--- src/source/vidctl_defs.svh ---
`ifndef VIDCTL_DEFS_SVH
`define VIDCTL_DEFS_SVH

// horizontal raster, in pixel clocks
`define VID_H_VISIBLE 16
`define VID_H_FRONT   2
`define VID_H_SYNC    3
`define VID_H_BACK    3              // 24 clocks per line

// vertical raster, in lines
`define VID_V_VISIBLE 8
`define VID_V_FRONT   1
`define VID_V_SYNC    2
`define VID_V_BACK    1              // 12 lines per frame

// vram word address width
`define VRAM_ADDR_W   12

// host register numbers
`define REG_ADDR      2'd0           // vram address, auto-increments on data
`define REG_DATA      2'd1           // vram write data
`define REG_PALETTE   2'd2           // index in 15..12, color in 11..0
`define REG_STATUS    2'd3           // bit 0 busy, bit 1 vblank

`endif

--- src/source/vidctl_pkg.sv ---
`include "vidctl_defs.svh"

package vidctl_pkg;

    // vram word address
    typedef logic [`VRAM_ADDR_W-1:0] vram_addr_t;

    // vram data, four 4-bit pixels, pixel 0 in the top nibble
    typedef logic [15:0] vram_word_t;

    typedef logic [3:0] pal_index_t;     // palette entry number

    // rgb color, red 11..8, green 7..4, blue 3..0
    typedef logic [11:0] color_t;

    typedef logic [7:0] bus_byte_t;      // host bus byte

    // pending write state of the bus block
    typedef enum logic [1:0] {
        IDLE,                            // nothing queued
        PEND_VRAM,                       // vram write waits for blit cycle
        PEND_PAL                         // palette write, goes out next cycle
    } wr_state_t;

endpackage

--- src/source/video_gen.sv ---
`timescale 1ns/1ps
`include "vidctl_defs.svh"

module video_gen import vidctl_pkg::*; (
    input  logic       clk,
    input  logic       reset_i,
    input  vram_word_t vram_data_i,      // read data, one cycle after address
    output logic       blit_cycle_o,     // vram not needed for video
    output vram_addr_t vram_addr_o,
    output pal_index_t pal_index_o,
    output logic       hsync_o,          // active low
    output logic       vsync_o,          // active low
    output logic       dv_de_o,
    output logic       vblank_o
);

    localparam int H_TOTAL = `VID_H_VISIBLE + `VID_H_FRONT + `VID_H_SYNC + `VID_H_BACK;
    localparam int V_TOTAL = `VID_V_VISIBLE + `VID_V_FRONT + `VID_V_SYNC + `VID_V_BACK;
    localparam int H_W = $clog2(H_TOTAL);
    localparam int V_W = $clog2(V_TOTAL);
    localparam int WORDS_PER_LINE = `VID_H_VISIBLE / 4;    // four pixels per word

    localparam logic [H_W-1:0] H_LAST   = H_W'(H_TOTAL - 1);
    localparam logic [H_W-1:0] H_VIS    = H_W'(`VID_H_VISIBLE);
    localparam logic [H_W-1:0] HS_START = H_W'(`VID_H_VISIBLE + `VID_H_FRONT);
    localparam logic [H_W-1:0] HS_END   = H_W'(`VID_H_VISIBLE + `VID_H_FRONT + `VID_H_SYNC);
    localparam logic [V_W-1:0] V_LAST   = V_W'(V_TOTAL - 1);
    localparam logic [V_W-1:0] V_VIS    = V_W'(`VID_V_VISIBLE);
    localparam logic [V_W-1:0] VS_START = V_W'(`VID_V_VISIBLE + `VID_V_FRONT);
    localparam logic [V_W-1:0] VS_END   = V_W'(`VID_V_VISIBLE + `VID_V_FRONT + `VID_V_SYNC);

    logic [H_W-1:0] h_cnt;
    logic [V_W-1:0] v_cnt;
    logic           visible;
    logic           hs_act;
    logic           vs_act;
    logic           fetch;
    logic           fetch_d1;            // vram data valid this cycle
    logic           hs_d1;
    logic           vs_d1;
    logic           de_d1;
    vram_word_t     word_q;              // pixel shifter

    always_ff @(posedge clk) begin
        if (reset_i) begin
            h_cnt <= '0;
            v_cnt <= '0;
        end else if (h_cnt == H_LAST) begin
            h_cnt <= '0;
            v_cnt <= (v_cnt == V_LAST) ? '0 : v_cnt + 1'b1;
        end else begin
            h_cnt <= h_cnt + 1'b1;
        end
    end

    assign visible = (h_cnt < H_VIS) && (v_cnt < V_VIS);
    assign hs_act  = (h_cnt >= HS_START) && (h_cnt < HS_END);
    assign vs_act  = (v_cnt >= VS_START) && (v_cnt < VS_END);   // whole lines
    assign fetch   = visible && (h_cnt[1:0] == 2'b00);          // pixel phase 0

    assign blit_cycle_o = ~fetch;
    assign vblank_o     = (v_cnt >= V_VIS);
    // line y starts at word y * 4, x / 4 within the line
    assign vram_addr_o  = vram_addr_t'(v_cnt) * vram_addr_t'(WORDS_PER_LINE)
                        + vram_addr_t'(h_cnt >> 2);

    // stage 1, vram read in flight
    always_ff @(posedge clk) begin
        if (reset_i) begin
            fetch_d1 <= 1'b0;
            hs_d1    <= 1'b0;
            vs_d1    <= 1'b0;
            de_d1    <= 1'b0;
        end else begin
            fetch_d1 <= fetch;
            hs_d1    <= hs_act;
            vs_d1    <= vs_act;
            de_d1    <= visible;
        end
    end

    // stage 2, syncs and enable line up with pal_index_o
    always_ff @(posedge clk) begin
        if (reset_i) begin
            hsync_o <= 1'b1;
            vsync_o <= 1'b1;
            dv_de_o <= 1'b0;
        end else begin
            hsync_o <= ~hs_d1;
            vsync_o <= ~vs_d1;
            dv_de_o <= de_d1;
        end
    end

    always_ff @(posedge clk) begin
        if (fetch_d1) begin
            word_q <= vram_data_i;               // load fresh word
        end else begin
            word_q <= {word_q[11:0], 4'h0};      // next nibble to the top
        end
    end

    assign pal_index_o = word_q[15:12];

endmodule

--- config.mk ---
export PLATFORM = sky130hd
export DESIGN_NAME = video_gen
export DESIGN_NICKNAME = d
export VERILOG_FILES = /design/src/source/vidctl_pkg.sv /design/src/source/video_gen.sv
export VERILOG_INCLUDE_DIRS = /design/src /design/src/source
export SDC_FILE = /design/constraint.sdc
export NUM_CORES = 1
export LEC_CHECK = 0
export BUFFER_PORTS_ARGS = -buffer_cell sky130_fd_sc_hd__buf_2
export CAP_MARGIN = 20
export CORE_ASPECT_RATIO = 0.75
export CORE_MARGIN = 8
export CORE_UTILIZATION = 30
export CTS_CLUSTER_DIAMETER = 200
export DETAILED_ROUTE_END_ITERATION = 8
export GPL_TIMING_DRIVEN = 0
export PLACE_DENSITY = 0.49
export REMOVE_ABC_BUFFERS = 1
export SYNTH_ARGS = -nofsm -noshare
export SYNTH_HDL_FRONTEND = slang
export SYNTH_SLANG_ARGS = --single-unit
--- constraint.sdc ---
create_clock -name clk -period 1.7 [get_ports clk]
set_clock_uncertainty 0.15 [all_clocks]
set_input_delay 0.17 -clock clk [delete_from_list [all_inputs] [get_ports clk]]
set_output_delay 0.17 -clock clk [all_outputs]
set_load 0.01 [all_outputs]
After elaboration in Yosys (flattened, before gate mapping)
Cells that the tools add are included.
- add/subtract/negate cells: 3
- magnitude comparators: 7
- eq/ne operators: 2
- muxes and demuxes: 2
- bitwise gates (word level): 3
- reduce and logical (&&, ||, !) cells: 6
- operator list (operator ; number):
    $mux 16 ; 1
    $lt 5x5->1 const B ; 2
    $ge 4x4->1 const B ; 2
    $lt 4x4->1 const B ; 2
    $add 6x3->7 ; 1
    $add 5x1->5 const B ; 1
    $eq 5x5->1 const B ; 1
    $ge 5x5->1 const B ; 1
    $add 4x1->4 const B ; 1
    $eq 4x4->1 const B ; 1
    $logic_and 1x1->1 ; 4
    $mux 4 ; 1
    $not 1->1 ; 3
    $logic_not 2->1 ; 1
    $reduce_or 2->1 ; 1
- register bits: 32
- input port bits: 18
- logic and storage cells: 34

Depth between registers and ports, before layout
- word-level depth: 4
- mapped depth: 4

Least setup slack after synthesis
Ideal clock, no wire load.
- path kind: flip-flop to flip-flop
- from: register h_cnt[0]
- to: register v_cnt[3]
- library setup time: 0.074 ns
- data arrival time: 1.273 ns
- setup slack: 0.203 ns
- stages on the path, launching flop included: 5
- path buffers: 0
- period minus slack after synthesis: 1.497 ns
- path through: dfxtp_1 ha_1 nand4b_4 or3_1 a31oi_1
- cells in the longest elaborated chain, start to end: 1
- ends and longest elaborated chain (what ; RTL line ; RTL):
    start: declaration ; video_gen.sv:32 ; logic [H_W-1:0] h_cnt;
    start signal: assignment ; video_gen.sv:52 ; h_cnt <= h_cnt + 1'b1;
    $eq 5x5->1 ; video_gen.sv:48 ; end else if (h_cnt == H_LAST) begin
    end signal: assignment ; video_gen.sv:50 ; v_cnt <= (v_cnt == V_LAST) ? '0 : v_cnt + 1'b1;
    end: declaration ; video_gen.sv:33 ; logic [V_W-1:0] v_cnt;
Every way passes these cells.
A chain may end at the register's enable or synchronous reset.

Final worst setup path
- from: register h_cnt[4]
- to: output vram_addr_o[6]
- cells in the longest elaborated chain, start to end: 1
- ends and longest elaborated chain (what ; RTL line ; RTL):
    $add 6x3->7 ; video_gen.sv:65 ; + vram_addr_t'(h_cnt >> 2);
    end: declaration ; video_gen.sv:9 ; output vram_addr_t vram_addr_o,
Every way passes these cells.

==> results.md <==
* Fin crit share at a little over nine tenths
* Core area at between 0.004 and 0.005 mm^2
* Setup Viol. Count Final at 0
* Non-Filler Instances at ~230
* Vias in the first global route at approximately 990
* Critical path class: reg2out
* Reg area at 648 um^2
* Synthesized netlist cell count at 125
* Asr flop ratio synth at 0%
* Setup TNS at 0 ps
* Kind of end point of the critical path: output pin
* Commonest non-fill, non-tap cell in the layout: buf_2
* Critical Path RT at 1380 ps
* WP data arrival at approximately 1300 ps
* Fillers at 430
* Hold Crit Start: reset_i
* Commonest non-fill, non-tap cells in the layout: buf_2 (33), dfxtp_1 (30), dlygate4sd3_1 (16), mux2_2 (12), nand2_1 (7)
* # H-tree levels at 2
* Reg-to-reg endpoint: v_cnt[3]
* Outcome: finished, final reports clean
* GRT met1 Usage at under 10%
* Minimum clock period at roughly 1600 ps
* Mean Syn Cell Area at approximately 11 um^2
* Synthesized area at 0.00132 mm^2
* Remaining DRCs at 0
* Max Transition Viols Final at 0
* Share of cells above drive strength 1 at 35.3%
* FF+latch count, synth at 32
* Fmax achieved at 0.613 GHz
* Final Hold Fails at 0
* Ports at 39
* Syn. warnings at 0
* # rows at 21
* Num Clock Sinks at 32
* WHS at about 95 ps
* Max Cap Violations at 0
* Hold/Removal Path Class: in2reg
* Number of synthesized flops with an enable pin at 0
* Critical Path Start Type: flip-flop
* Die Y at approximately 73 um
* Initial Util at a little under a third
* Crit path max fanout at 2
* Reg-to-Reg Start: h_cnt[1]
* IO Port Bufs at 33
* Hold EP: fetch_d1
* Pin count of the biggest net entering global routing at 18
* CTS root buf: clkbuf_8
* Clock slew at reported path FFs at 70 ps
* Clock latency on the worst-skew pair at 280 ps
* Mean routed wirelength per cell at between 10 and 15 um
* Cells on Worst Hold Path at 2
* Met3 Resource Use GR at a little over 4%
* GR Overflow Total at 0
* Register area share after synthesis at 48.5%
* Leakage dissipation at between 0.0008 and 0.0009 uW
* Final WL at around 2600 um
* DPL Wire Length at ~1800 um
* CTS Buf Count at 5
* Fin nets at slightly below 200
* Layout area overhead at 32.9%
* Drt initial violations at 25
* Slew @ Worst Pin at 594 ps
* Clk buf depth at 2
* Met2 usage at 13.5%
* Slew HR at 60.3%
* VDD IR max at about 0.00038 V
* GR peak layer: met2
* Die span in x at about 93 um
* Global-route wire length before repair at around 4500 um
* All-Layer GR Usage at around 8.5%
* Placed Cells at about 200
* Post-synth cell types at 30
* Total number of vias at around 940
* Synth Flop Type: dfxtp_1
* Initial antenna violation count at 0
* Gp weighted congestion at between 0.7 and 0.8
* Drt pass-1 iters at 4
* PD cells at ~990 mW/mm^2
* ANT nets after route at 0
* Full die area at about 0.0068 mm^2
* Multi-input gate area at about 570 um^2
* CTS tree: built
* Worst reg2reg path depth at 4
* N_diodes at 0
* Via density at about 4.1
* Worst reg2reg setup slack at 100 ps
## sequential cells by signal, indices dropped and copies added, names as in the netlist
register	cells
word_q	16
h_cnt	5
v_cnt	4
de_d1	1
dv_de_o	1
fetch_d1	1
hs_d1	1
hsync_o	1
vs_d1	1
vsync_o	1
## repair_timing
| item | in CTS | in global routing |
|---|---|---|
| endpoints found under the hold margin | 16 | 0 |
| hold buffers | 16 | 0 |
| gates cloned | 0 | 0 |
| endpoints found under the setup margin | 4 | 4 |
| buffers inserted | 2 | 0 |
| resized for setup | 4 | 2 |
## logic make-up after synthesis
logic type / share of synthesized area [%]
AOI/OAI and AO/OA: 4.17
xor gates and xnor gates: 2.65
adders and majority gates: 7.58
buffers and inverters: 10.2
DFF: 48.5
muxes: 11.0
other: 0.284
and+or+nand+nor: 15.6
## layer usage
| layer | wire length (um) | part of all wire (%) |
|---|---|---|
| met3 | 151 | 5.8 |
| met4 | 53 | 2.1 |
| met2 | 1250 | 48 |
| met5 | 0 | 0 |
| met1 | 1130 | 44 |
## worst max-delay path: stages (launching register included)
cell and delay (ps):
dfxtp_4 340, ha_1 210, ha_2 180, and3_1 170, buf_2 130
## final cells by class
| type | count | area share [%] |
|---|---|---|
| multi-input combinational | 73 | 32.2 |
| inverter | 6 | 1.28 |
| sequential | 32 | 36.9 |
| timing repair buffer | 51 | 19.4 |
| clock inverter | 2 | 2.00 |
| clock buffer | 6 | 4.13 |
| tap | 57 | 4.06 |
## synthesized netlist by cell type, drive strengths merged (2+ instances only)
cell | n | area share [%]
nor2 | 5 | 1.4
ha | 8 | 7.6
mux2 | 12 | 10
nor3 | 3 | 1.1
xnor2 | 2 | 1.3
dfxtp | 32 | 48
clkbuf | 4 | 1.1
buf | 14 | 7.4
inv | 6 | 1.7
and2 | 4 | 1.9
xor2 | 2 | 1.3
a21oi | 4 | 1.5
nand3 | 5 | 1.9
nand2 | 7 | 2.0
nand2b | 3 | 1.4
nand4b | 2 | 2.5
## metrics by stage
step	total power [uW]	cell area, um^2	worst slack, ps	util (%)
2_1_floorplan	957	1220	196	-
3_3_place_gp	1020	1460	98.7	33.7
3_5_place_dp	1030	1460	62.9	33.7
4_1_cts	1770	1750	15.0	40.4
5_1_grt	1830	1760	-6.25	40.5
6_report	1740	1760	68.7	40.5
## worst max path at each step
stage | endpoint | slack, ps | startpoint | depth (start not counted)
floorplan | v_cnt[3] | 200 | h_cnt[0] | 4
global placement | v_cnt[3] | 100 | h_cnt[0] | 4
detailed placement | v_cnt[3] | 60 | h_cnt[0] | 4
CTS | vram_addr_o[6] | 10 | h_cnt[4] | 4
global route | v_cnt[3] | -6 | h_cnt[0] | 4
finish | vram_addr_o[6] | 70 | h_cnt[4] | 4
## power by group
part	switching (uW)	leakage [uW]	internal, uW
clock	267	0.0000552	434
sequential	40.1	0.000265	810
combinational	71.2	0.000483	115
total	378	0.000804	1360
Note: power is estimated with default switching activity, not from simulation.
