$ cat src/source/vidctl_defs.svh
`ifndef VIDCTL_DEFS_SVH
`define VIDCTL_DEFS_SVH

// horizontal raster, in pixel clocks
`define VID_H_VISIBLE 16
`define VID_H_FRONT   2
`define VID_H_SYNC    3
`define VID_H_BACK    3              // 24 clocks per line

// vertical raster, in lines
`define VID_V_VISIBLE 8
`define VID_V_FRONT   1
`define VID_V_SYNC    2
`define VID_V_BACK    1              // 12 lines per frame

// vram word address width
`define VRAM_ADDR_W   12

// host register numbers
`define REG_ADDR      2'd0           // vram address, auto-increments on data
`define REG_DATA      2'd1           // vram write data
`define REG_PALETTE   2'd2           // index in 15..12, color in 11..0
`define REG_STATUS    2'd3           // bit 0 busy, bit 1 vblank

`endif

$ cat src/source/vidctl_pkg.sv
`include "vidctl_defs.svh"

package vidctl_pkg;

    // vram word address
    typedef logic [`VRAM_ADDR_W-1:0] vram_addr_t;

    // vram data, four 4-bit pixels, pixel 0 in the top nibble
    typedef logic [15:0] vram_word_t;

    typedef logic [3:0] pal_index_t;     // palette entry number

    // rgb color, red 11..8, green 7..4, blue 3..0
    typedef logic [11:0] color_t;

    typedef logic [7:0] bus_byte_t;      // host bus byte

    // pending write state of the bus block
    typedef enum logic [1:0] {
        IDLE,                            // nothing queued
        PEND_VRAM,                       // vram write waits for blit cycle
        PEND_PAL                         // palette write, goes out next cycle
    } wr_state_t;

endpackage

$ cat src/source/palette_ram.sv
`timescale 1ns/1ps

module palette_ram import vidctl_pkg::*; (
    input  logic       clk,
    input  pal_index_t rd_index_i,       // pixel index from video_gen
    input  logic       wr_en_i,
    input  pal_index_t wr_index_i,
    input  color_t     wr_color_i,
    output color_t     rd_color_o        // one cycle after rd_index_i
);

    color_t pal_mem [16] = '{default: '0};   // all entries black at start

    always_ff @(posedge clk) begin
        if (wr_en_i) begin
            pal_mem[wr_index_i] <= wr_color_i;
        end
    end

    always_ff @(posedge clk) begin
        rd_color_o <= pal_mem[rd_index_i];   // registered lookup
    end

endmodule

$ cat config.mk
export PLATFORM = sky130hd
export DESIGN_NAME = palette_ram
export DESIGN_NICKNAME = d
export VERILOG_FILES = /design/src/source/vidctl_pkg.sv /design/src/source/palette_ram.sv
export VERILOG_INCLUDE_DIRS = /design/src /design/src/source
export SDC_FILE = /design/constraint.sdc
export NUM_CORES = 1
export LEC_CHECK = 0
export BUFFER_PORTS_ARGS = -buffer_cell sky130_fd_sc_hd__buf_2
export CORE_ASPECT_RATIO = 1.1
export CORE_MARGIN = 10
export CORE_UTILIZATION = 60
export DETAILED_ROUTE_END_ITERATION = 6
export PLACE_DENSITY = 0.76
export RECOVER_POWER = 25
export SLEW_MARGIN = 20
export SYNTH_ARGS = -nofsm -noshare
export SYNTH_HDL_FRONTEND = slang
export SYNTH_SLANG_ARGS = --single-unit
$ cat constraint.sdc
create_clock -name clk -period 2.15 [get_ports clk]
set_input_delay 0.215 -clock clk [delete_from_list [all_inputs] [get_ports clk]]
set_output_delay 0.215 -clock clk [all_outputs]
set_load 0.01 [all_outputs]
Yosys cells after proc, flatten, opt, wreduce, memory -nomap -nowiden

Memory sizes are Yosys's and may differ from the RTL's. A register that Yosys moved wholly into a read port is not among the register bits.
Index checks and enable logic that the tools add are counted.

RAM bits: 192
Logic and storage cells: 3
Input port bits: 22
Memories kept: 1
Bits in registers: 0

Multiplexer cells: 2

Memory list:

| memory  | depth | bits a word | read ports | clocked after Yosys merged registers in | write ports | line              | text |
|---|---|---|---|---|---|---|---|
| pal_mem | 16    | 12          | 1          | 1                                       | 1           | palette_ram.sv:12 | `color_t pal_mem [16] = '{default: '0};` |

Operators by type and width:

| cell   | count |
|---|---|
| $mux 1 | 2 |

Depth between registers and ports, before layout

Gate-level depths: netlist of the first run.

Depth in word-level cells: 2
Gate-level depth with buffers: 5

Least setup slack after synthesis of the first run

OpenSTA, ideal clock, no wires.

Path type: in2reg
Start: input wr_index_i[2]
End: memory pal_mem[0][0] (netlist name), enable pin
Stages: 2
Arrival time: 1518 ps
Buffers on the path: 0
Data required time: 1754 ps
Library setup time: 396 ps
Slack: 235 ps
Path through: or3b_1 nor3_1

RTL lines:

| what            | line              | text |
|---|---|---|
| start, declared | palette_ram.sv:7  | `input pal_index_t wr_index_i,` |
| end, declared   | palette_ram.sv:12 |  |

No word-level cell before the write port.

==> results of run 1 <==
-- layout make-up --
cell class | instances | area (um^2) | share of cell area, %
Sequential cell | 204 | 6006 | 69.67
Multi-Input combinational cell | 111 | 1518 | 17.61
Clock buffer | 29 | 523.0 | 6.067
Timing Repair Buffer | 55 | 359.1 | 4.165
Tap cell | 157 | 196.4 | 2.279
Clock inverter | 4 | 18.77 | 0.2177
-- through the flow --
stage          total power, uW  std cells
6_report                  7859        560
5_1_grt                   8110        560
4_1_cts                   7919        560
3_5_place_dp              4968        527
3_3_place_gp              4949        527
2_1_floorplan             4779        329
-- how the worst min path moves through the flow --
stage / slack [ps] / endpoint
finish: 120 / pal_mem[5][2]
global route: 140 / pal_mem[4][9]
floorplan: 310 / pal_mem[0][0]
CTS: 110 / pal_mem[14][8]
detailed placement: 600 / pal_mem[14][8]
global placement: 590 / pal_mem[6][10]
-- layer usage --
metal / up-vias / share of wire (%) / track usage [%]
met5: - / 0 / 0
met4: 0 / 2.3 / 5.459
met3: 30 / 9.0 / 3.709
met2: 149 / 51 / 28.23
met1: 1807 / 38 / 23.57
li1: 1523 / - / -
-- synthesized netlist by cell type --
cell type	count	area share [%]
edfxtp_1	192	76
mux4_2	33	9.8
a22oi_1	24	2.4
mux4_1	15	5.2
nand2_1	13	0.64
nor2_1	13	0.64
dfxtp_1	12	3.2
clkbuf_1	6	0.30
buf_2	5	0.33
nor3_1	4	0.26
buf_12	2	0.53
nand2b_1	2	0.16
nand3b_1	2	0.20
nor2b_1	2	0.16
and2_1	1	0.082
buf_6	1	0.15
nand3_1	1	0.066
or3b_1	1	0.12
-- power groups by stage --
stage / Sequential, uW / Combinational [uW] / Clock [uW]
after detailed placement: 4560 / 411 / 0
after floorplan: 4560 / 218 / 0
final: 4470 / 403 / 2980
after global routing: 4480 / 439 / 3190
after global placement: 4550 / 397 / 0
after CTS: 4470 / 414 / 3030
-- cells by family after synthesis --
family	Yosys count
compound gates	24
mux	48
simple gates	39
flops	204
buf+inv	14
-- sequential cells by signal, indices dropped and copies added (netlist names) --
register	cells
rd_color_o	12
pal_mem	192
-- worst reg2reg max path: stages (launching register included) --
cell and delay [ps]:
edfxtp_1 370, mux4_2 500, a22oi_1 230, nand2_1 70
==> impl_metrics.csv, run 1 <==
group,metric,value,unit
cts,postCtsSetupBuffers,0,
placed_design,port_buffers,33,
die,fp.dieH,138.0,um
worst_hold_path,hp-start,"wr_color_i[2]",
sta,fin_crit_sh,59.92,%
pwr,swShare,19.97,%
sta,slew_headroom,51.22,%
sta,whs,118.3,ps
critical_path,cp_num_buf_inv,0,
cts,hold_buffers,0,
global_routing,grt_antenna_before_repair,0,
sta,grt_setup_unrepaired,"false",
sta,setup-tns-final,0,ps
drt,wirelength,15260,um
sta,skew,7.604,ps
synthesis,synthXorXnorAreaFrac,0,%
cts,clk_pin_slew,60,ps
placed_design,placed_area,8088,um^2
sta,hold_viol,0,
global_routing,grt_pass1_vias,3770,
placed_design,dp_slack,385.3,ps
critical_path,r2r-end,"rd_color_o[6]",
cts,clkSinkCount,204,
finish,antenna_cells,0,
synthesis,synth_compound_area_share,2.371,%
drt,dr.first_iter.drc_count,433,
worst_hold_path,worstHoldPathCells,1,
finish,layout_common_cells,"edfxtp_1, mux4_2, buf_2",
critical_path,crit_chain,"mux4_2 > a22oi_1 > nand2_1",
finish,final_util,68.77,%
cts,insertion_delay,470,ps
cts,ctsLongestPathBuffers,3,
critical_path,setup.worst_path.end_class,"flip-flop",
synthesis,ys_seq_area_share,79.03,%
finish,drive_gt1_share,27.05,%
cts,tritoncts,"built",
finish,layout.nets,413,
pwr,power_density,911.7,nW/um^2
critical_path,cp.depth,3,
pwr,p_seq_share,56.9,%
pwr,clock_power_share,38.0,%
critical_path,max_stage_delay,500,ps
die,core-area,12540,um^2
synthesis,syn_area_per_cell,23.10,um^2
sta,setup_viol,0,
cts,post_cts_resized,0,
synthesis,ys_types,18,
critical_path,cp.arrival,1640,ps
pwr,cell_internal_pwr,6290,uW
placed_design,gp_congestion,0.7718,
pwr,p_leak,0.002855,uW
critical_path,reg2reg_from,"pal_mem[11][6]",
critical_path,r2r_slack,860,ps
critical_path,crit_path_start,"pal_mem[11][6]",
drt,drc,0,
finish,final_common_cell,"edfxtp_1",
die,die_w,127.3,um
synthesis,synthCells,329,
synthesis,synth_fa_ha_area_share,0,%
status,outcome,"finished clean",
critical_path,cp-start-kind,"flip-flop",
sta,worst_slack,861.7,ps
run,cap_viol_max_count,0,
drt,antenna_left,0,
drt,post_drt_wl_per_cell,27.25,um
critical_path,path_max_fanout,1,
critical_path,critPathKind,"flip-flop to flip-flop",
sta,worstMarginPinSlew,728.4,ps
synthesis,synth.area.mux_share,14.97,%
drt,vias,3509,
pwr,p_sw,1570,uW
global_routing,overflow,0,
finish,synthToLayoutAreaGrowth,13.43,%
drt,dr.pass1.iters,4,
cts,htreeDepth,1,
synthesis,synth_nets,351,
placed_design,hpwl,8858,um
synthesis,synth_top_family_by_area,"multiplexers",
die,die_area,17570,um^2
die,io-pin-count,34,
synthesis,syn_area,7600,um^2
die,initial_core_util,60.62,%
finish,fillers,746,
critical_path,cp.required,2510,ps
synthesis,ys_warn_count,0,
pwr,p_comb_share,5.1,%
critical_path,crit_slowest_cell,"mux4_2",
cts,cts_buffers,19,
global_routing,grt_max_degree,43,
worst_hold_path,hp-class,"primary input to flip-flop",
die,row_count,43,
sta,fmax,0.7762,GHz
sta,slew_viol_final,0,
pwr,ir_drop,0.0005891,V
drt,vias_per_cell,6.266,
sta,min_period,1288,ps
critical_path,critPathCapture,"rd_color_o[6]",
global_routing,track_usage,17.56,%
critical_path,rr_worst_depth,3,
finish,final_cell_area,8621,um^2
critical_path,path_delay_family,"multiplexers",
global_routing,grt_pass1_wl,23310,um
cts,cts_root_buffer,"clkbuf_16",
synthesis,synth-seq-cells,204,
synthesis,yosys.area_share.simple,2.338,%
Power figures use the tool's default switching activity.
==> run 2: changes to the inputs <==
--- a/config.mk
+++ b/config.mk
@@ -9,9 +9,9 @@
 export BUFFER_PORTS_ARGS = -buffer_cell sky130_fd_sc_hd__buf_2
 export CORE_ASPECT_RATIO = 1.1
 export CORE_MARGIN = 10
-export CORE_UTILIZATION = 60
+export CORE_UTILIZATION = 55
 export DETAILED_ROUTE_END_ITERATION = 6
-export PLACE_DENSITY = 0.76
+export PLACE_DENSITY = 0.73
 export RECOVER_POWER = 25
 export SLEW_MARGIN = 20
 export SYNTH_ARGS = -nofsm -noshare
==> constraint.sdc (replaced) <==
create_clock -name clk -period 1.1 [get_ports clk]
set_input_delay 0.11 -clock clk [delete_from_list [all_inputs] [get_ports clk]]
set_output_delay 0.11 -clock clk [all_outputs]
set_load 0.01 [all_outputs]
==> run 2 against run 1 <==
Against the previous run:
- the run now ends with setup timing left
- sequential power grew 96%
- count of clock-buffer cells in the layout shrank 5
- combinational power rose by 140%
- total power up 100%
- register-to-register slack worse by 1100 ps
- clock skew increased by 3.0 ps
- clock power up 110%
- final area up 6.7%
- sequential share of layout area shrank 4.4 points
- sequential cell count unchanged
- critical path depth unchanged
- die area grew 7.7%
==> impl_metrics.csv, run 2 (synthesized netlist as in run 1, its figures left out) <==
group,metric,value,unit
cts,tritoncts,"built",
drt,drc,0,
placed_design,dp.cells,571,
sta,hold_viol,0,
sta,worstMarginPinSlew,646.0,ps
global_routing,grt_antenna_before_repair,0,
critical_path,crit_slowest_cell,"mux4_2",
status,outcome,"finished, violations left",
finish,synthToLayoutAreaGrowth,21.06,%
cts,clkSinkCount,204,
die,core-area,13680,um^2
cts,htreeDepth,1,
drt,post_drt_wl_per_cell,25.46,um
run,cap_viol_max_count,0,
finish,antenna_cells,0,
drt,antenna_left,0,
die,row_count,45,
critical_path,cp-start-kind,"flip-flop",
die,fp.dieH,143.3,um
finish,final_cell_area,9200,um^2
critical_path,setup.worst_path.end_class,"flip-flop",
worst_hold_path,hp-class,"primary input to flip-flop",
sta,setup_viol,12,
critical_path,path_max_fanout,1,
finish,regMostFlops,"pal_mem",
status,violations,"setup timing",
cts,clk_pin_slew,60,ps
sta,min_period,1291,ps
pwr,total_power,16080,uW
finish,layout_common_cells,"edfxtp_1, mux4_2, buf_2",
finish,final_common_cell,"edfxtp_1",
cts,cts_buffers,19,
placed_design,placed_area,8469,um^2
critical_path,critPathKind,"flip-flop to flip-flop",
placed_design,hpwl,8817,um
sta,grt_setup_unrepaired,"true",
critical_path,crit_chain,"mux4_2 > a22oi_2 > nand2_1",
finish,register_area,6007,um^2
die,die_area,18930,um^2
sta,slew_headroom,56.93,%
cts,insertion_delay,480,ps
sta,skew,10.61,ps
global_routing,grt_max_degree,25,
pwr,p_leak,0.002975,uW
die,die_w,132.1,um
die,io-pin-count,34,
drt,vias,3619,
drt,dr.first_iter.drc_count,341,
critical_path,cp_num_buf_inv,0,
finish,layout.nets,430,
pwr,power_density,1747,nW/um^2
sta,worst_slack,-191.3,ps
critical_path,cp.arrival,1650,ps
cts,ctsLongestPathBuffers,3,
critical_path,path_delay_family,"multiplexers",
finish,reg_top3,"pal_mem x192, rd_color_o x12",
finish,drive_gt1_share,41.67,%
drt,vias_per_cell,5.952,
cts,postCtsSetupBuffers,0,
global_routing,overflow,0,
cts,cts_root_buffer,"clkbuf_16",
global_routing,grt_pass1_wl,23850,um
critical_path,max_stage_delay,510,ps
drt,wirelength,15480,um
die,initial_core_util,55.55,%
placed_design,gp_congestion,0.7597,
sta,fmax,0.7744,GHz
finish,multi_input_area,1642,um^2
sta,fin_crit_sh,117.4,%
pwr,ir_drop,0.0009712,V
global_routing,track_usage,16.77,%
global_routing,grt_pass1_vias,3928,
finish,fillers,848,
drt,dr.pass1.iters,5,
placed_design,port_buffers,33,
finish,final_cells,608,
finish,largest_reg_flops,192,
sta,slew_viol_final,0,
critical_path,cp.required,1460,ps
[run 2: cell type report]
| class | instances | area share [%] |
|---|---|---|
| flip-flops and latches | 204 | 65.29 |
| multi-input cells | 111 | 17.84 |
| repair buffers | 72 | 7.779 |
| clock buffers | 24 | 5.481 |
| well taps | 188 | 2.557 |
| clock inverters | 9 | 1.047 |
[run 2: final timing paths]
path                                 startpoint              to  slack, ps  cells after the start
worst max-delay path            pal_mem[10][10]  rd_color_o[10]       -190                      3
worst min-delay path              wr_color_i[7]   pal_mem[6][7]         20                      1
worst max register to register  pal_mem[10][10]  rd_color_o[10]       -190                      3
worst min register to register   pal_mem[15][1]   rd_color_o[1]        660                      3
[run 2: report_power, final]
group | total (uW) | internal (uW) | leakage (uW) | switching, uW
registers | 8740 | 8690 | 0.00184 | 54.2
logic | 973 | 446 | 0.000844 | 527
clock network | 6360 | 3720 | 0.000296 | 2640
[run 2: per-stage QoR]
step | hold slack, ps | setup WS [ps] | utilization [%] | TNS, ps
final | 21.98 | -191.3 | 67.24 | -1507
after CTS | 4.413 | -171.2 | 67.04 | -1551
after floorplan | 208.9 | -237.0 | - | -14380
after global routing | 36.81 | -241.4 | 67.24 | -1974
after detailed placement | 485.2 | -376.6 | 61.90 | -43750
after global placement | 475.7 | -368.2 | 61.90 | -39870
[run 2: what timing repair did]
action                     CTS  global route
resized for setup           22             7
pin swaps                   18             8
hold buffers                 4             0
hold endpoints to repair    40             0
setup endpoints to repair   13            13
[run 2: per-layer routing]
layer | GRT usage (%) | wire [um] | up-vias
li1 | - | - | 1546
met1 | 22.49 | 6341 | 1898
met2 | 27.81 | 7818 | 154
met3 | 2.530 | 1031 | 21
met4 | 5.448 | 289 | 0
met5 | 0 | 0 | -
