### src/source/vidctl_defs.svh
`ifndef VIDCTL_DEFS_SVH
`define VIDCTL_DEFS_SVH

// horizontal raster, in pixel clocks
`define VID_H_VISIBLE 16
`define VID_H_FRONT   2
`define VID_H_SYNC    3
`define VID_H_BACK    3              // 24 clocks per line

// vertical raster, in lines
`define VID_V_VISIBLE 8
`define VID_V_FRONT   1
`define VID_V_SYNC    2
`define VID_V_BACK    1              // 12 lines per frame

// vram word address width
`define VRAM_ADDR_W   12

// host register numbers
`define REG_ADDR      2'd0           // vram address, auto-increments on data
`define REG_DATA      2'd1           // vram write data
`define REG_PALETTE   2'd2           // index in 15..12, color in 11..0
`define REG_STATUS    2'd3           // bit 0 busy, bit 1 vblank

`endif

### src/source/vidctl_pkg.sv
`include "vidctl_defs.svh"

package vidctl_pkg;

    // vram word address
    typedef logic [`VRAM_ADDR_W-1:0] vram_addr_t;

    // vram data, four 4-bit pixels, pixel 0 in the top nibble
    typedef logic [15:0] vram_word_t;

    typedef logic [3:0] pal_index_t;     // palette entry number

    // rgb color, red 11..8, green 7..4, blue 3..0
    typedef logic [11:0] color_t;

    typedef logic [7:0] bus_byte_t;      // host bus byte

    // pending write state of the bus block
    typedef enum logic [1:0] {
        IDLE,                            // nothing queued
        PEND_VRAM,                       // vram write waits for blit cycle
        PEND_PAL                         // palette write, goes out next cycle
    } wr_state_t;

endpackage

### src/source/bus_regs.sv
`timescale 1ns/1ps
`include "vidctl_defs.svh"

module bus_regs import vidctl_pkg::*; (
    input  logic       clk,
    input  logic       reset_i,
    input  logic       bus_cs_n_i,       // one access per low cycle
    input  logic       bus_rd_nwr_i,     // 1 read, 0 write
    input  logic [1:0] bus_reg_num_i,
    input  logic       bus_bytesel_i,    // 0 even (high) byte, 1 odd (low) byte
    input  bus_byte_t  bus_data_i,
    input  logic       blit_cycle_i,     // vram free for us this cycle
    input  logic       vblank_i,
    output bus_byte_t  bus_data_o,       // read data, one cycle after access
    output logic       vram_wr_o,
    output vram_addr_t vram_addr_o,
    output vram_word_t vram_data_o,
    output logic       pal_wr_o,
    output pal_index_t pal_wr_index_o,
    output color_t     pal_wr_color_o
);

    bus_byte_t  hi_byte_q;               // even byte waiting for its partner
    vram_addr_t addr_q;                  // ADDR register
    vram_addr_t pend_addr_q;             // target of queued vram write
    vram_word_t pend_word_q;             // queued vram word or palette entry
    wr_state_t  state_q;
    wr_state_t  state_d;
    vram_word_t wr_word;
    vram_word_t addr_word;
    logic       wr_access;
    logic       rd_access;
    logic       wr_done;
    logic       busy;

    assign wr_access = ~bus_cs_n_i & ~bus_rd_nwr_i;
    assign rd_access = ~bus_cs_n_i & bus_rd_nwr_i;
    assign wr_done   = wr_access & bus_bytesel_i;       // odd byte completes the word
    assign wr_word   = {hi_byte_q, bus_data_i};
    assign addr_word = vram_word_t'(addr_q);            // zero extended for readback
    assign busy      = (state_q != IDLE);

    always_ff @(posedge clk) begin
        if (wr_access && !bus_bytesel_i) begin
            hi_byte_q <= bus_data_i;
        end
    end

    // address register, data writes bump it only when accepted
    always_ff @(posedge clk) begin
        if (reset_i) begin
            addr_q <= '0;
        end else if (wr_done) begin
            if (bus_reg_num_i == `REG_ADDR) begin
                addr_q <= wr_word[`VRAM_ADDR_W-1:0];
            end else if (bus_reg_num_i == `REG_DATA && !busy) begin
                addr_q <= addr_q + 1'b1;
            end
        end
    end

    always_ff @(posedge clk) begin
        if (wr_done && !busy) begin      // busy completions are dropped
            pend_word_q <= wr_word;
            pend_addr_q <= addr_q;
        end
    end

    always_comb begin
        state_d = state_q;
        case (state_q)
            IDLE: begin
                if (wr_done && bus_reg_num_i == `REG_DATA) begin
                    state_d = PEND_VRAM;
                end else if (wr_done && bus_reg_num_i == `REG_PALETTE) begin
                    state_d = PEND_PAL;
                end
            end
            PEND_VRAM: begin
                if (blit_cycle_i) begin  // write goes out now
                    state_d = IDLE;
                end
            end
            PEND_PAL: state_d = IDLE;    // palette port never blocked
            default:  state_d = IDLE;
        endcase
    end

    always_ff @(posedge clk) begin
        if (reset_i) begin
            state_q <= IDLE;
        end else begin
            state_q <= state_d;
        end
    end

    always_ff @(posedge clk) begin
        if (reset_i) begin
            bus_data_o <= '0;
        end else if (rd_access) begin
            case (bus_reg_num_i)
                `REG_ADDR:   bus_data_o <= bus_bytesel_i ? addr_word[7:0] : addr_word[15:8];
                `REG_STATUS: bus_data_o <= {6'b0, vblank_i, busy};
                default:     bus_data_o <= '0;
            endcase
        end
    end

    assign vram_wr_o      = (state_q == PEND_VRAM) & blit_cycle_i;  // one cycle strobe
    assign vram_addr_o    = pend_addr_q;
    assign vram_data_o    = pend_word_q;
    assign pal_wr_o       = (state_q == PEND_PAL);
    assign pal_wr_index_o = pend_word_q[15:12];
    assign pal_wr_color_o = pend_word_q[11:0];

endmodule

### config.mk
export PLATFORM = sky130hd
export DESIGN_NAME = bus_regs
export DESIGN_NICKNAME = d
export VERILOG_FILES = /design/src/source/vidctl_pkg.sv /design/src/source/bus_regs.sv
export VERILOG_INCLUDE_DIRS = /design/src /design/src/source
export SDC_FILE = /design/constraint.sdc
export NUM_CORES = 1
export LEC_CHECK = 0
export ABC_AREA = 1
export BUFFER_PORTS_ARGS = -buffer_cell sky130_fd_sc_hd__buf_4
export CORE_MARGIN = 2
export CORE_UTILIZATION = 46
export CTS_BUF_LIST = sky130_fd_sc_hd__clkbuf_8 sky130_fd_sc_hd__clkbuf_16
export CTS_CLUSTER_DIAMETER = 30
export CTS_CLUSTER_SIZE = 25
export DETAILED_ROUTE_END_ITERATION = 12
export HOLD_SLACK_MARGIN = 0.08
export PLACE_DENSITY_LB_ADDON = 0.2
export SYNTH_ARGS = -nofsm -noshare
export SYNTH_HDL_FRONTEND = slang
export SYNTH_SLANG_ARGS = --single-unit
### constraint.sdc
create_clock -name clk -period 4.5 [get_ports clk]
set_input_delay 0.9 -clock clk [delete_from_list [all_inputs] [get_ports clk]]
set_output_delay 0.9 -clock clk [all_outputs]
set_load 0.02 [all_outputs]
### After elaboration in Yosys (flattened, before gate mapping)

Index checks and enable logic that the tools add are counted.

* $add $sub $neg: 1
* equality and inequality tests: 7
* multiplexer cells: 8
* bitwise gates (word level): 6
* reduce and logical (&&, ||, !) cells: 13

Operators by type and width (number)
* 12-bit two-way mux: 2
* 8-bit one-hot mux with 2 select lines: 1
* 12-bit by 1-bit adder with 12-bit output, second input constant: 1
* 8-bit two-way mux: 1
* 2-bit == test, second input constant: 3
* 2-bit two-way mux: 3
* 1-bit logical AND: 5
* 1-bit AND: 4
* 2-bit by 1-bit == test with 1-bit output, second input constant: 2
* 2-bit logical NOT: 2
* 2-bit one-hot mux with 2 select lines: 1
* 2-bit AND reduction: 2
* 2-bit nonzero test: 2
* 3-bit != test, second input constant: 1
* 1-bit logical NOT: 2
* 2-bit != test, second input constant: 1
* 1-bit inverter: 2

* flip-flop bits (word level): 58
* input bits: 17
* output and inout port bits: 54
* logic and storage cells: 41

### Depth between registers and ports, before layout

Gate-level depths: netlist of the first run.

* depth in word-level cells: 7
* depth in mapped cells: 9
* mapped depth without buffers: 9

### Least setup slack after synthesis of the first run

OpenSTA, ideal clock, no wires.

* kind: in2reg
* start: input port bus_bytesel_i
* end: register pend_addr_q[0], in the netlist vram_addr_o[0] (enable)
* library setup time: 0.490 ns
* data arrival time: 3.846 ns
* required time: 4.010 ns
* setup slack: 0.164 ns
* cell stages on the path: 3
* cell sequence: buf_6 > inv_4 > nor4_1

* cells in the longest elaborated chain, start to end: 2

RTL lines
* start, declared: RTL line bus_regs.sv:10 `input logic bus_bytesel_i,`
* 1-bit AND: RTL line bus_regs.sv:38 `assign wr_done = wr_access & bus_bytesel_i;`
* 1-bit logical AND: RTL line bus_regs.sv:63 `if (wr_done && !busy) begin`
* end signal, assigned: RTL line bus_regs.sv:65 `pend_addr_q <= addr_q;`
* end, declared: RTL line bus_regs.sv:25 `vram_addr_t pend_addr_q;`

Every way passes these cells.
A chain may end at the register's enable or synchronous reset.

### Worst setup path after layout of the first run

* start: input port bus_reg_num_i[0]
* end: register addr_q[4]

* cells in the longest elaborated chain, start to end: 4
* elaborated cells between the ends (all ways): 6

RTL lines
* start, declared: RTL line bus_regs.sv:9 `input logic [1:0] bus_reg_num_i,`
* 2-bit by 1-bit == test with 1-bit output (no line)
* 1-bit logical AND: RTL line bus_regs.sv:56 `` end else if (bus_reg_num_i == `REG_DATA && !busy) begin ``
* 2-bit nonzero test (no line)
* 2-bit AND reduction (no line)
* end signal, assigned: RTL line bus_regs.sv:55 `` addr_q <= wr_word[`VRAM_ADDR_W-1:0]; ``
* end signal, assigned: RTL line bus_regs.sv:57 `addr_q <= addr_q + 1'b1;`
* end, declared: RTL line bus_regs.sv:24 `vram_addr_t addr_q;`

Parallel ways exist; a longest one is shown, timed or not.

==> results of run 1 <==
Yosys cell counts, drive strengths merged:
cell / count / area (um2)
nand2: 63 / 246
edfxtp: 36 / 1080
nor2: 33 / 136
a21oi: 23 / 115
dfxtp: 22 / 440
buf: 19 / 148
inv: 18 / 70.1
o21ai: 16 / 80.1
nand3: 10 / 50.1
ha: 5 / 62.6
clkbuf: 3 / 11.3
a31oi: 2 / 12.5
nand4: 2 / 12.5
nor3: 2 / 21.3
and3: 1 / 6.26
nand3b: 1 / 7.51
nor4: 1 / 6.26
o31ai: 1 / 7.51
xnor2: 1 / 8.76
xor2: 1 / 8.76
logic make-up after synthesis:
| family | count (synthesis) | share of synthesized area, % |
|---|---|---|
| AO/OA/AOI/OAI | 42 | 8.50 |
| XOR/XNOR | 2 | 0.692 |
| adder cells (fa/ha/maj) | 5 | 2.47 |
| buffers and inverters | 40 | 9.04 |
| flip-flops | 58 | 60.1 |
| AND/OR/NAND/NOR | 113 | 19.2 |
worst max-delay path, delay by kind of cell:
family | cells | cell delay (ns)
and+or+nand+nor | 4 | 0.41
buffers and inverters | 4 | 0.60
AOI/OAI and AO/OA | 1 | 0.11
adders and majority gates | 1 | 0.51
cell type report:
class	count	area [um2]	share of cell area (%)
sequential	58	1520	47.8
inverter	18	70.1	2.20
clock buffer	9	124	3.89
multi-input combinational	162	788	24.7
tap	72	90.1	2.83
timing repair buffer	72	541	17.0
clock inverter	6	51.3	1.61
flip-flops by register name (all words and copies together) (netlist names):
| signal | count |
|---|---|
| vram_data_o | 16 |
| addr_q | 12 |
| vram_addr_o | 12 |
| bus_data_o | 8 |
| hi_byte_q | 8 |
| state_q | 2 |
worst max-delay path by stage:
stage                     slack, ns             start             end  cells after the start
after floorplan                0.16     bus_bytesel_i  vram_addr_o[0]                      3
after global placement         1.89  bus_reg_num_i[0]       addr_q[4]                     10
after detailed placement       1.83  bus_reg_num_i[0]       addr_q[4]                     10
after CTS                      2.17  bus_reg_num_i[0]       addr_q[4]                     10
after global routing           1.95  bus_reg_num_i[1]       addr_q[2]                      9
final                          2.18  bus_reg_num_i[0]       addr_q[4]                     10
per-layer routing:
metal  up-vias  track usage [%]  part of all wire (%)
li1        977                -                     -
met1       888             21.3                    44
met2        68             28.8                    47
met3        10             4.14                   6.6
met4         0             10.5                   2.6
met5         -                0                     0
report_power, final:
part	total [mW]	leakage [nW]	internal [mW]	switching (mW)
clock	0.427	0.0989	0.244	0.183
sequential	0.585	0.519	0.578	0.00762
combinational	0.0831	0.690	0.0324	0.0507
total	1.10	1.31	0.854	0.241
==> flow_summary.ini, run 1 <==
[placement]
port_buffers = 70
gp_congestion = 0.861
dp_slack_ns = 1.83
dp.cells = 382
placed_cell_area_um2 = 3010
post-dp-hpwl_um = 3480

[sta]
worst_pin_slew_ns = 0.560
maxSlewViolCount = 0
tns_ns = 0
period_needed_ns = 2.32
hold_viol_final = 0
setup_viol = 0
setup_slack_ns = 2.18
finClkSkew_ns = 0.00655
clock.fmax_mhz = 431
rsz0062_at_grt = false
fin_crit_sh_pct = 51.6
whs_ns = 0.419
relSlewSlack_pct = 62.6

[clock_tree]
cts_resized = 0
cts-buffers-inserted = 9
root_buffer = clkbuf_8
clkSinkCount = 58
htree_levels = 3
hold_buffers = 0
clk_latency_ns = 0.33
clk_pin_slew_ns = 0.06
cts_setup_buffers = 0
clk_path_buf_depth = 2
tritoncts = yes

[flow_run]
drv_cap = 0

[final_layout]
mostFrequentLayoutCells = 72 x buf_4, 61 x nand2_1, 36 x edfxtp_1, 28 x nor2_1, 23 x a21oi_1
fin_util_pct = 58.9
fin_area_um2 = 3190
num-nets-final = 343
areaGrowthSynthToFinish_pct = 25.8
fillCellCount = 482
layout_commonest_cell = buf_4
diodes = 0
drive_gt1_share_pct = 29.5
instances_no_fill = 397

[setup_path]
worst-r2r-setup-slack_ns = 2.93
path_max_fanout = 16
regToRegStartpoint = addr_q[1]
rr_worst_depth = 6
r2r_end = addr_q[10]
cp_slowest_cell = ha_1
path_cells = buf_4 > inv_1 > ha_1 > inv_2 > nand2_1 > nand2_4 > inv_2 > nand2_1 > a21oi_1 > nor2_1
max_stage_delay_ns = 0.51
end_kind = flop
crit_type = in2reg
worstPathRequired_ns = 4.72
worst_ep_arrival_time_ns = 2.54
worstSetupStartpointType = input pin

[detailed_routing]
drc = 0
wl_um = 4890
first_pass_iters = 5
vias = 1943
drt_iter0_markers = 63
wl_per_cell_um = 12.3
ant_nets = 0
via_per_inst = 4.89

[hold_path]
worstHoldEndpoint = vram_data_o[15]
hold_depth = 0
hold_class = reg2reg
holdCritStartpoint = hi_byte_q[7]

[floorplanning]
die_height_um = 78.2
die-area_um2 = 6110
start_util_pct = 46.9
io_pins = 71
rows = 27
fp.coreArea_um2 = 5410
dieWidth_um = 78.2

[synthesis]
synth_cells = 260
yosysWarnings = 0
ys_types = 28
synth-seq-area-share_pct = 60.1
syn_area_per_cell_um2 = 9.74
synth_area_um2 = 2530
syn-num-nets = 282
synth.ff_latch_count = 58

[grt]
grt_pass1_vias = 1775
grt_pass1_wl_um = 8170
grt_start_max_net_pins = 30
antenna_found_initial = 0
grt_overflow = 0
grt_use_total_pct = 17.6

[power]
power_density_nw_per_um2 = 344
power_mw = 1.10
ir_worst_vdd_mv = 0.209
total_leakage_power_nw = 1.31

[outcome]
status = complete, no violations
Note: power is estimated with default switching activity, not from simulation.
==> inputs of run 2 (changes only) <==
--- a/config.mk
+++ b/config.mk
@@ -6,10 +6,10 @@
 export SDC_FILE = /design/constraint.sdc
 export NUM_CORES = 1
 export LEC_CHECK = 0
-export ABC_AREA = 1
+export ABC_AREA = 0
 export BUFFER_PORTS_ARGS = -buffer_cell sky130_fd_sc_hd__buf_4
 export CORE_MARGIN = 2
-export CORE_UTILIZATION = 46
+export CORE_UTILIZATION = 51
 export CTS_BUF_LIST = sky130_fd_sc_hd__clkbuf_8 sky130_fd_sc_hd__clkbuf_16
 export CTS_CLUSTER_DIAMETER = 30
 export CTS_CLUSTER_SIZE = 25
==> constraint.sdc (replaced) <==
create_clock -name clk -period 2.2 [get_ports clk]
set_input_delay 0.44 -clock clk [delete_from_list [all_inputs] [get_ports clk]]
set_output_delay 0.44 -clock clk [all_outputs]
set_load 0.02 [all_outputs]
==> flow_summary.ini, run 2 <==
[synthesis]
synth_edf_count = 36
synth.ff_latch_count = 58
netlist_top_cells_area = edfxtp_1 43%, dfxtp_1 17%, buf_4 5.0%
synth_top_area_share_pct = 42.7
syn-num-nets = 242
yosysMostFrequentCell = edfxtp_1
synth-seq-area-share_pct = 60.1
synth_area_um2 = 2530
yosysWarnings = 0
yosys_most_used_dff = edfxtp_1
yosys.area.top_type = edfxtp_1
syn_area_per_cell_um2 = 11.5
synth-async-reset-ratio_pct = 0
yosys-top-cells-count = 36 x edfxtp_1, 22 x dfxtp_1, 17 x buf_4, 17 x nand2_1, 16 x nor2_1
ys_types = 45
synth_cells = 220

[setup_path]
worst_ep_arrival_time_ns = 2.20
worstPathRequired_ns = 2.45
worstSetupStartpointType = input pin
r2r_end = addr_q[11]
max_stage_delay_ns = 0.52
rr_worst_depth = 4
critPathTopFamily = simple AND/OR/NAND/NOR gates
cp_slowest_cell = or4b_1
worst-r2r-setup-slack_ns = 0.31
end_kind = flop
regToRegStartpoint = state_q[1]
path_cells = buf_4 > inv_1 > ha_1 > or3b_2 > or2_4 > or4b_1 > a31oi_1
critPathBufInv = 2
crit_type = in2reg
path_max_fanout = 2

[detailed_routing]
wl_per_cell_um = 14.4
wl_um = 5240
first_pass_iters = 4
ant_nets = 0
drt_iter0_markers = 60
via_per_inst = 5.31
vias = 1927
drc = 0

[sta]
setup_slack_ns = 0.243
finClkSkew_ns = 0.00664
clock.fmax_mhz = 511
relSlewSlack_pct = 63.0
fin_crit_sh_pct = 88.9
setup_viol = 0
rsz0062_at_grt = false
period_needed_ns = 1.96
hold_viol_final = 0
worst_pin_slew_ns = 0.548
maxSlewViolCount = 0

[final_layout]
largest_reg_flops = 16
layout_commonest_cell = buf_4
diodes = 0
areaGrowthSynthToFinish_pct = 30.1
drive_gt1_share_pct = 38.2
num-nets-final = 313
fin_util_pct = 69.3
instances_no_fill = 363
mostFrequentLayoutCells = 87 x buf_4, 36 x edfxtp_1, 22 x dfxtp_1, 17 x nand2_1, 16 x nor2_1

[clock_tree]
clk_latency_ns = 0.33
root_buffer = clkbuf_8
clkSinkCount = 58
clk_pin_slew_ns = 0.06
cts_setup_buffers = 0
cts-buffers-inserted = 9
clk_path_buf_depth = 2
hold_buffers = 0
cts_resized = 0
tritoncts = yes
htree_levels = 3

[placement]
gp_congestion = 0.810
dp_slack_ns = -0.120
port_buffers = 70
dp.cells = 347
post-dp-hpwl_um = 3760

[floorplanning]
rows = 25
die_height_um = 74.5
dieWidth_um = 74.5
die-area_um2 = 5550
fp.coreArea_um2 = 4750
start_util_pct = 53.3
io_pins = 71

[power]
ir_worst_vdd_mv = 0.440
power_mw = 2.18
p_int_mw = 1.68
power_density_nw_per_um2 = 663
total_leakage_power_nw = 1.28
p_switching_uw = 502
combinationalPowerShare_pct = 8.2
swShare_pct = 23.0
power_frac_seq_pct = 54.7
pwr-share-clk_pct = 37.1

[grt]
grt_overflow = 0
grt_pass1_vias = 1718
grt_pass1_wl_um = 8030
grt_use_total_pct = 19.7
antenna_found_initial = 0
grt_start_max_net_pins = 35

[hold_path]
worstHoldEndpoint = vram_data_o[6]
hold_class = in2reg
hold_depth = 1
holdCritStartpoint = bus_data_i[6]

[flow_run]
drv_cap = 0

[outcome]
status = complete, no violations
[run 2: changes by cell type in the layout (fill, tap and decap cells not counted), sizes merged, moves of 4 or more]
| cell | change |
|---|---|
| mux2 | +4 |
| a21oi | -12 |
| o21ai | -7 |
| or3b | +4 |
| nand2 | -46 |
| a22oi | +7 |
| buf | +16 |
| inv | -15 |
| nor2 | -17 |
[run 2: metal layers]
| layer | part of all wire (%) | track usage (%) | vias up | routed length [um] |
|---|---|---|---|---|
| li1 | - | - | 939 | - |
| met1 | 45 | 26.0 | 912 | 2350 |
| met2 | 48 | 30.9 | 67 | 2530 |
| met3 | 5.3 | 4.20 | 9 | 276 |
| met4 | 1.6 | 9.92 | 0 | 82 |
| met5 | 0 | 0 | - | 0 |
[run 2: how the worst max path moves through the flow]
stage | endpoint | slack (ns) | cells after the start | startpoint
floorplan | vram_addr_o[0] | 0.03 | 4 | bus_bytesel_i
global placement | addr_q[11] | 0.009 | 7 | bus_reg_num_i[1]
detailed placement | addr_q[11] | -0.12 | 7 | bus_reg_num_i[1]
CTS | addr_q[11] | 0.25 | 7 | bus_reg_num_i[1]
global route | addr_q[11] | 0.15 | 7 | bus_reg_num_i[1]
finish | addr_q[11] | 0.24 | 7 | bus_reg_num_i[1]
[run 2: cell families (layout without fill, tap and decap cells)]
kind of cell             count (synthesis)  count (layout)  synth area share (%)
flip-flops                              58              58                  60.1
buffers and inverters                   30             106                  7.07
AND/OR/NAND/NOR                         75              75                  15.9
AO/OA/AOI/OAI                           46              46                  12.0
adder cells (fa/ha/maj)                  5               5                  2.47
multiplexers                             6               6                  2.57
[run 2: layout make-up]
class | instances | area [um2]
Tap cell | 67 | 83.8
Sequential cell | 58 | 1520
Inverter | 2 | 7.51
Clock buffer | 10 | 138
Multi-Input combinational cell | 132 | 843
Fill cell | 374 | 1460
Timing Repair Buffer | 88 | 673
Clock inverter | 6 | 27.5
[run 2: metrics by stage]
step	setup TNS (ns)	area (um2)	hold slack, ns
finish	0	3290	0.306
global placement	0	3130	0.402
global route	0	3290	0.296
floorplan	0	2540	0.400
detailed placement	-0.152	3130	0.407
CTS	0	3290	0.294
[run 2: worst reg2reg max path, delay by kind of cell, from the launching register on]
family | cells | cell delay [ns]
simple gates | 3 | 1.25
compound gates | 1 | 0.19
flops | 1 | 0.36
[run 2: power groups by stage]
| stage | clock network [mW] | registers (mW) | logic, mW |
|---|---|---|---|
| floorplan | 0 | 1.23 | 0.0838 |
| global placement | 0 | 1.22 | 0.178 |
| detailed placement | 0 | 1.22 | 0.180 |
| CTS | 0.831 | 1.19 | 0.181 |
| global route | 0.877 | 1.20 | 0.195 |
| finish | 0.809 | 1.19 | 0.180 |
